$ cat src/lightCycle_params.svh
// ----------------------------------------
// fixed image layout and SRAM geometry for the fetch path
// include wherever widths or base addresses are needed
// ----------------------------------------
`ifndef LIGHTCYCLE_PARAMS_SVH
`define LIGHTCYCLE_PARAMS_SVH

// external SRAM, word addressed
`define SRAM_AW 20
`define SRAM_DW 16

// one image row is 8 words of 16 bits
`define WORDS_PER_LINE 8
`define WORD_IDX_W 3

// rows per image fit in 9 bits
`define ROW_IDX_W 9

// eight bike sprites
`define SPRITE_IDX_W 3

// image start addresses in words
`define MENU_BASE 20'h00000
`define BG_BASE 20'h01000
`define SPRITE_BASE 20'h02000

// words per sprite image, 64 rows of one line each
`define SPRITE_WORDS 512

`endif

$ cat src/verilog/drawPkg.sv
// ----------------------------------------
// draw side types: image choice, row and word indices, fetch FSM
// ----------------------------------------
`default_nettype none

`include "lightCycle_params.svh"

package drawPkg;

	// which full-screen image the game wants
	typedef enum logic
	{
		gsMenu,
		gsPlay
	} gameState;

	// bike sprite number
	typedef logic [`SPRITE_IDX_W-1:0] spriteIdx;

	// image row number
	typedef logic [`ROW_IDX_W-1:0] rowIdx;

	// word position inside one line
	typedef logic [`WORD_IDX_W-1:0] wordIdx;

	// line fetch sequence
	typedef enum logic [1:0]
	{
		fIdle,
		fIssue,
		fWait,
		fDone
	} fetchState;

endpackage

`default_nettype wire

$ cat src/verilog/sramPkg.sv
// ----------------------------------------
// SRAM bus types and read controller states
// ----------------------------------------
`default_nettype none

`include "lightCycle_params.svh"

package sramPkg;

	// word address into the SRAM
	typedef logic [`SRAM_AW-1:0] sramAddr;

	// one 16-bit data word
	typedef logic [`SRAM_DW-1:0] sramWord;

	// single read cycle sequence
	typedef enum logic [1:0]
	{
		ctrlIdle,
		ctrlRead,
		ctrlDone
	} ctrlState;

endpackage

`default_nettype wire
$ cat src/verilog/lightCycleFetch.sv
// ----------------------------------------
// image fetch top, draw engine plus SRAM read controller
// ----------------------------------------
`timescale 1ns/100ps
`default_nettype none

module lightCycleFetch
	import sramPkg::*, drawPkg::*;
(
	input logic Clk,
	input logic rst,
	input logic start,
	input gameState gameSt,
	input logic spriteEn,
	input spriteIdx spriteSel,
	input rowIdx row,
	input wordIdx rdIdx,
	output sramWord rdWord,
	output logic busy,
	output logic lineDone,
	output logic ce,
	output logic ub,
	output logic lb,
	output logic oe,
	output logic we,
	output sramAddr sramAddrOut,
	input sramWord sramData
);

	// engine to controller
	logic read;
	sramAddr addr;
	logic doneR;
	sramWord readData;

	lineFetch fetch
	(
		.Clk(Clk),
		.rst(rst),
		.start(start),
		.gameSt(gameSt),
		.spriteEn(spriteEn),
		.spriteSel(spriteSel),
		.row(row),
		.rdIdx(rdIdx),
		.rdWord(rdWord),
		.busy(busy),
		.lineDone(lineDone),
		.read(read),
		.addr(addr),
		.doneR(doneR),
		.readData(readData)
	);

	// pins go straight out
	sramController ctrl
	(
		.Clk(Clk),
		.rst(rst),
		.read(read),
		.addr(addr),
		.data(sramData),
		.ce(ce),
		.ub(ub),
		.lb(lb),
		.oe(oe),
		.we(we),
		.addrOut(sramAddrOut),
		.doneR(doneR),
		.readData(readData)
	);

endmodule

`default_nettype wire

$ cat src/verilog/lineFetch.sv
// ----------------------------------------
// fetches one image row into an 8-word line buffer
// start with image select and row, wait for lineDone
// ----------------------------------------
`timescale 1ns/100ps
`default_nettype none

`include "lightCycle_params.svh"

module lineFetch
	import sramPkg::*, drawPkg::*;
(
	input logic Clk,
	input logic rst,
	input logic start,
	input gameState gameSt,
	input logic spriteEn,
	input spriteIdx spriteSel,
	input rowIdx row,
	input wordIdx rdIdx,
	output sramWord rdWord,
	output logic busy,
	output logic lineDone,
	output logic read,
	output sramAddr addr,
	input logic doneR,
	input sramWord readData
);

	localparam wordIdx lastWord = wordIdx'(`WORDS_PER_LINE - 1);

	fetchState state;
	wordIdx wordCnt;
	sramAddr lineBase;
	sramAddr imageBase;
	sramAddr rowBase;
	logic pending;

	// row storage, contents meaningless until first lineDone
	sramWord lineBuf [`WORDS_PER_LINE];

	// image start from game state and sprite choice
	always_comb
	begin
		if (gameSt == gsMenu)
			imageBase = `MENU_BASE;
		else if (spriteEn)
			imageBase = `SPRITE_BASE
				+ sramAddr'(spriteSel) * sramAddr'(`SPRITE_WORDS);
		else
			imageBase = `BG_BASE;
	end

	// rows are packed back to back
	assign rowBase = imageBase + sramAddr'(row) * sramAddr'(`WORDS_PER_LINE);

	always_ff @(posedge Clk)
	begin
		if (rst)
		begin
			state <= fIdle;
			wordCnt <= '0;
			pending <= 1'b0;
		end
		else
		begin
			unique case (state)
				fIdle:
					// requests while busy never reach here
					if (start)
					begin
						state <= fIssue;
						wordCnt <= '0;
					end
				fIssue:
				begin
					state <= fWait;
					pending <= 1'b1;
				end
				fWait:
					if (doneR)
					begin
						pending <= 1'b0;
						if (wordCnt == lastWord)
							state <= fDone;
						else
						begin
							wordCnt <= wordCnt + 1'b1;
							state <= fIssue;
						end
					end
				fDone:
					state <= fIdle;
				default:
					state <= fIdle;
			endcase
		end
	end

	// base captured once per row
	always_ff @(posedge Clk)
	begin
		if (state == fIdle && start)
			lineBase <= rowBase;
	end

	// store each word as the controller hands it over
	always_ff @(posedge Clk)
	begin
		if (state == fWait && doneR)
			lineBuf[wordCnt] <= readData;
	end

	assign read = (state == fIssue);
	assign addr = lineBase + sramAddr'(wordCnt);
	assign busy = (state != fIdle);
	assign lineDone = (state == fDone);

	// video side lookup, no clock
	assign rdWord = lineBuf[rdIdx];

	// one read in flight at most
	singleRead: assert property (@(posedge Clk) disable iff (rst)
		read |-> !pending);

	// line completes only on the last word's handover
	doneOnLast: assert property (@(posedge Clk) disable iff (rst)
		lineDone |-> $past(doneR) && ($past(wordCnt) == lastWord));

endmodule

`default_nettype wire

$ cat src/verilog/sramController.sv
// ----------------------------------------
// one-word read cycle for the async SRAM
// pulse read with addr, result arrives with doneR
// ----------------------------------------
`timescale 1ns/100ps
`default_nettype none

module sramController
	import sramPkg::*;
(
	input logic Clk,
	input logic rst,
	input logic read,
	input sramAddr addr,
	input sramWord data,
	output logic ce,
	output logic ub,
	output logic lb,
	output logic oe,
	output logic we,
	output sramAddr addrOut,
	output logic doneR,
	output sramWord readData
);

	ctrlState state, nextState;
	logic accept;

	// read only, chip always selected, both bytes
	assign ce = 1'b0;
	assign ub = 1'b0;
	assign lb = 1'b0;
	assign we = 1'b1;

	// new request only taken when idle
	assign accept = (state == ctrlIdle) && read;

	always_ff @(posedge Clk)
	begin
		if (rst)
		begin
			state <= ctrlIdle;
			readData <= '0;
		end
		else
		begin
			state <= nextState;
			// sample the bus at the end of the first oe cycle
			if (state == ctrlRead)
				readData <= data;
		end
	end

	// address held on the pins for the whole cycle
	always_ff @(posedge Clk)
	begin
		if (accept)
			addrOut <= addr;
	end

	always_comb
	begin
		nextState = state;
		unique case (state)
			ctrlIdle:
				if (read)
					nextState = ctrlRead;
			ctrlRead:
				nextState = ctrlDone;
			ctrlDone:
				nextState = ctrlIdle;
			default:
				nextState = ctrlIdle;
		endcase
	end

	// oe low across read and done, done flags a loaded result
	assign oe = !((state == ctrlRead) || (state == ctrlDone));
	assign doneR = (state == ctrlDone);

	// done only two cycles after an accepted read
	doneAfterRead: assert property (@(posedge Clk) disable iff (rst)
		doneR |-> $past(accept, 2));

	// output enable spans exactly two cycles
	oeTwoCycles: assert property (@(posedge Clk) disable iff (rst)
		$fell(oe) |=> !oe ##1 oe);

endmodule

`default_nettype wire

$ cat config.mk
export PLATFORM = sky130hd
export DESIGN_NAME = lightCycleFetch
export DESIGN_NICKNAME = d
export VERILOG_FILES = /design/src/verilog/drawPkg.sv /design/src/verilog/sramPkg.sv /design/src/verilog/lightCycleFetch.sv /design/src/verilog/lineFetch.sv /design/src/verilog/sramController.sv
export VERILOG_INCLUDE_DIRS = /design/src
export SDC_FILE = /design/constraint.sdc
export NUM_CORES = 1
export LEC_CHECK = 0
export BUFFER_PORTS_ARGS = -buffer_cell sky130_fd_sc_hd__clkbuf_2
export CAP_MARGIN = 15
export CORE_ASPECT_RATIO = 0.5
export CORE_MARGIN = 3
export CORE_UTILIZATION = 55
export CTS_CLUSTER_SIZE = 40
export DETAILED_ROUTE_END_ITERATION = 7
export PLACE_DENSITY = 0.81
export SYNTH_ARGS = -nofsm -noshare
export SYNTH_HDL_FRONTEND = slang
export SYNTH_SLANG_ARGS = --single-unit
$ cat constraint.sdc
create_clock -name Clk -period 3 [get_ports Clk]
set_clock_uncertainty 0.1 [all_clocks]
set_input_delay 0.3 -clock Clk [delete_from_list [all_inputs] [get_ports Clk]]
set_output_delay 0.3 -clock Clk [all_outputs]
set_load 0.01 [all_outputs]
==> out/qor.csv <==
metric,value,unit
status,"finished, final reports clean",
area grow syn2layout,17.1,%
Cell Rows,28,
total global routing overflow,0,
Seq. cell area,0.00511,sq mm
share of the synthesized area in the top cell type,67.3,%
DRT Pass-1 Iters,5,
Area contributors post-synth,"edfxtp_1 (67%), mux4_1 (11%), dfxtp_1 (6.7%)",
n_diodes,0,
drt wl/cell,20.3,um
Vias/cell,5.45,
prevailing post-synth register cell,edfxtp_1,
vias in the first global route,3511,
Final HPWL DP,7210,um
TritonCTS Sinks,178,
Pins Over Slew Limit,0,
port bufs,69,
GPL Wtd Cong,0.673,
"Cell Area, Synth",0.00692,sq mm
number of synthesized flops with an enable pin,155,
post-synthesis instance total,341,
startpoint types,flop,
clock buffer count from CTS,17,
"Slowest-stage cell, CP",mux4_1,
maximum clock frequency,458,MHz
RSZ-0062 raised after global routing,no,
Clk pwr share,40.7,%
sequential area share after synthesis,73.9,%
share of cells above drive strength 1,31.1,%
initial core utilization,57.4,%
number of max-cap violations,0,
setup violators final,0,
register bit total from synthesis,178,
PwrDens,631,mW/mm^2
IO Count,79,
Final min period,2180,ps
CTS tree,built,
die area,0.0140,sq mm
Slew @ Worst Pin,676,ps
critical path data required time,2600,ps
Placeable Area,0.0121,sq mm
Global Route Usage Sum,19.1,%
Multi-input gate area,0.00168,sq mm
initial DRC count,134,
Worst Hold Class,in -> reg,
die height,85.3,um
WL final,12400,um
Clk Tree Root Cell,clkbuf_16,
fillers,797,
DRC viols,0,
Tcrit/Tclk final,72.7,%
crit-path leading delay family,multiplexers,
Commonest cells post-synth,"edfxtp_1 (155), mux4_1 (28), nor2_1 (24), dfxtp_1 (23)",
leading area contributor after synthesis,edfxtp_1,
critical path class,reg -> out,
worst path arrival time,1780,ps
sw frac,22.6,%
cell with the most instances after synthesis,edfxtp_1,
Max transition margin,55.0,%
vias post-DR,3334,
Final Hold Vio Count,0,
Overall Power,5.11,mW
critical path capture point type,primary output,
antenna-violating nets left,0,
first-pass GRT wire length,19300,um
Flop pwr share,54.2,%
clock-pin slew on the worst setup and hold paths,70,ps
Die X,165,um
cells along the critical path,"mux4_1, mux2_2, clkbuf_2",
Clock Latency Late Sink,420,ps
VDD IR-drop max,0.000378,V
initial antenna violation count,0,
buffers plus inverters on the worst setup path,1,
Logic pwr share,5.1,%
NetSw,1.15,mW
Int Pwr,3.96,mW
"FFs w/ async S/R, synth",0,%
largest net degree at the start of global routing,33,
static leakage,3.09,nW
worst-path maximum fanout,1,
synth unique cells,36,
maximum buffer depth of the clock tree,2,
layout net count,480,
Syn Area/Cell,20.3,sq um
critical path's largest stage delay,550,ps
H-tree depth,4,
final setup TNS,0,ps
"Warnings, synthesis",0,
timing repair:
action / 4_1_cts / 5_1_grt
hold endpoints to repair: 6 / 0
setup buffers: 0 / 0
hold buffers: 6 / 0
endpoints found under the setup margin: 0 / 0
resized for setup: 0 / 0
metrics by stage:
step	hold slack [ps]	worst slack, ps	cells	utilization, %	instance area [sq um]
2_1_floorplan	299	543	349	-	6950
3_3_place_gp	301	947	574	62.0	7480
3_5_place_dp	305	944	574	62.0	7480
4_1_cts	5.63	790	612	67.2	8100
5_1_grt	28.2	784	612	67.2	8100
6_report	20.4	819	612	67.2	8100
tightest hold or removal path, delay by kind of cell:
family / cells / cell delay [ps]
buffers and inverters: 1 / 80
AND/OR/NAND/NOR: 1 / 70
multiplexers: 1 / 60
metal layers:
metal | global-route usage [%] | share of wire [%]
met1 | 25.6 | 44
met2 | 30.5 | 48
met3 | 6.14 | 6.7
met4 | 5.48 | 0.73
met5 | 0 | 0
final cells by class:
type,instances,area share (%)
Inverter,5,0.232
Sequential cell,178,63.1
Multi-Input combinational cell,144,20.7
Tap cell,165,2.55
Timing Repair Buffer,88,6.36
Clock inverter,15,1.71
Clock buffer,17,5.25
layout by cell type (no fill, tap or decap), types with 2 or more instances in the layout:
| master | count |
|---|---|
| buf_4 | 12 |
| clkinv_4 | 3 |
| mux2i_1 | 17 |
| and3_1 | 3 |
| a21oi_1 | 3 |
| inv_1 | 5 |
| dfxtp_1 | 23 |
| nor2_1 | 24 |
| conb_1 | 10 |
| nor3_2 | 2 |
| nor3_1 | 2 |
| and2_1 | 2 |
| clkbuf_2 | 69 |
| mux4_1 | 28 |
| ha_1 | 9 |
| clkbuf_16 | 17 |
| inv_8 | 2 |
| edfxtp_1 | 155 |
| mux2_2 | 17 |
| a22o_1 | 2 |
| inv_6 | 7 |
| nand2b_1 | 3 |
| dlygate4sd3_1 | 6 |
| mux4_2 | 4 |
| nor2b_1 | 4 |
registers in the layout, indices dropped and copies added, names as in the netlist:
register / cells
ctrl.addrOut: 15
ctrl.readData: 16
fetch.lineBase: 12
fetch.lineBuf: 128
fetch.state: 2
ctrl.state: 2
fetch.wordCnt: 3
final timing paths:
check,startpoint,endpoint,slack [ps],cells past startpoint
worst max-delay path,fetch.lineBuf[1][12],rdWord[12],820,3
worst min-delay path,sramData[10],ctrl.readData[10],20,3
worst max register to register,fetch.state[1],fetch.lineBuf[1][12],1070,4
worst min register to register,fetch.lineBase[4],ctrl.addrOut[4],320,0
power by group through the flow:
stage	Combinational [mW]	Sequential [mW]	Clock [mW]
3_3_place_gp	0.250	2.82	0
4_1_cts	0.264	2.77	2.12
5_1_grt	0.284	2.78	2.23
3_5_place_dp	0.257	2.82	0
2_1_floorplan	0.169	2.82	0
6_report	0.260	2.77	2.08
cells by family (layout without fill, tap and decap cells):
logic type | after synthesis | after routing | synth area share [%]
AND/OR/NAND/NOR | 47 | 47 | 3.31
multiplexers | 66 | 66 | 17.2
AO/OA/AOI/OAI | 9 | 9 | 0.886
adder cells (fa/ha/maj) | 10 | 10 | 1.92
XOR/XNOR | 2 | 2 | 0.253
other | 2 | 10 | 0.109
buffers and inverters | 27 | 125 | 2.42
flip-flops | 178 | 178 | 73.9
Note: power is estimated with default switching activity, not from simulation.
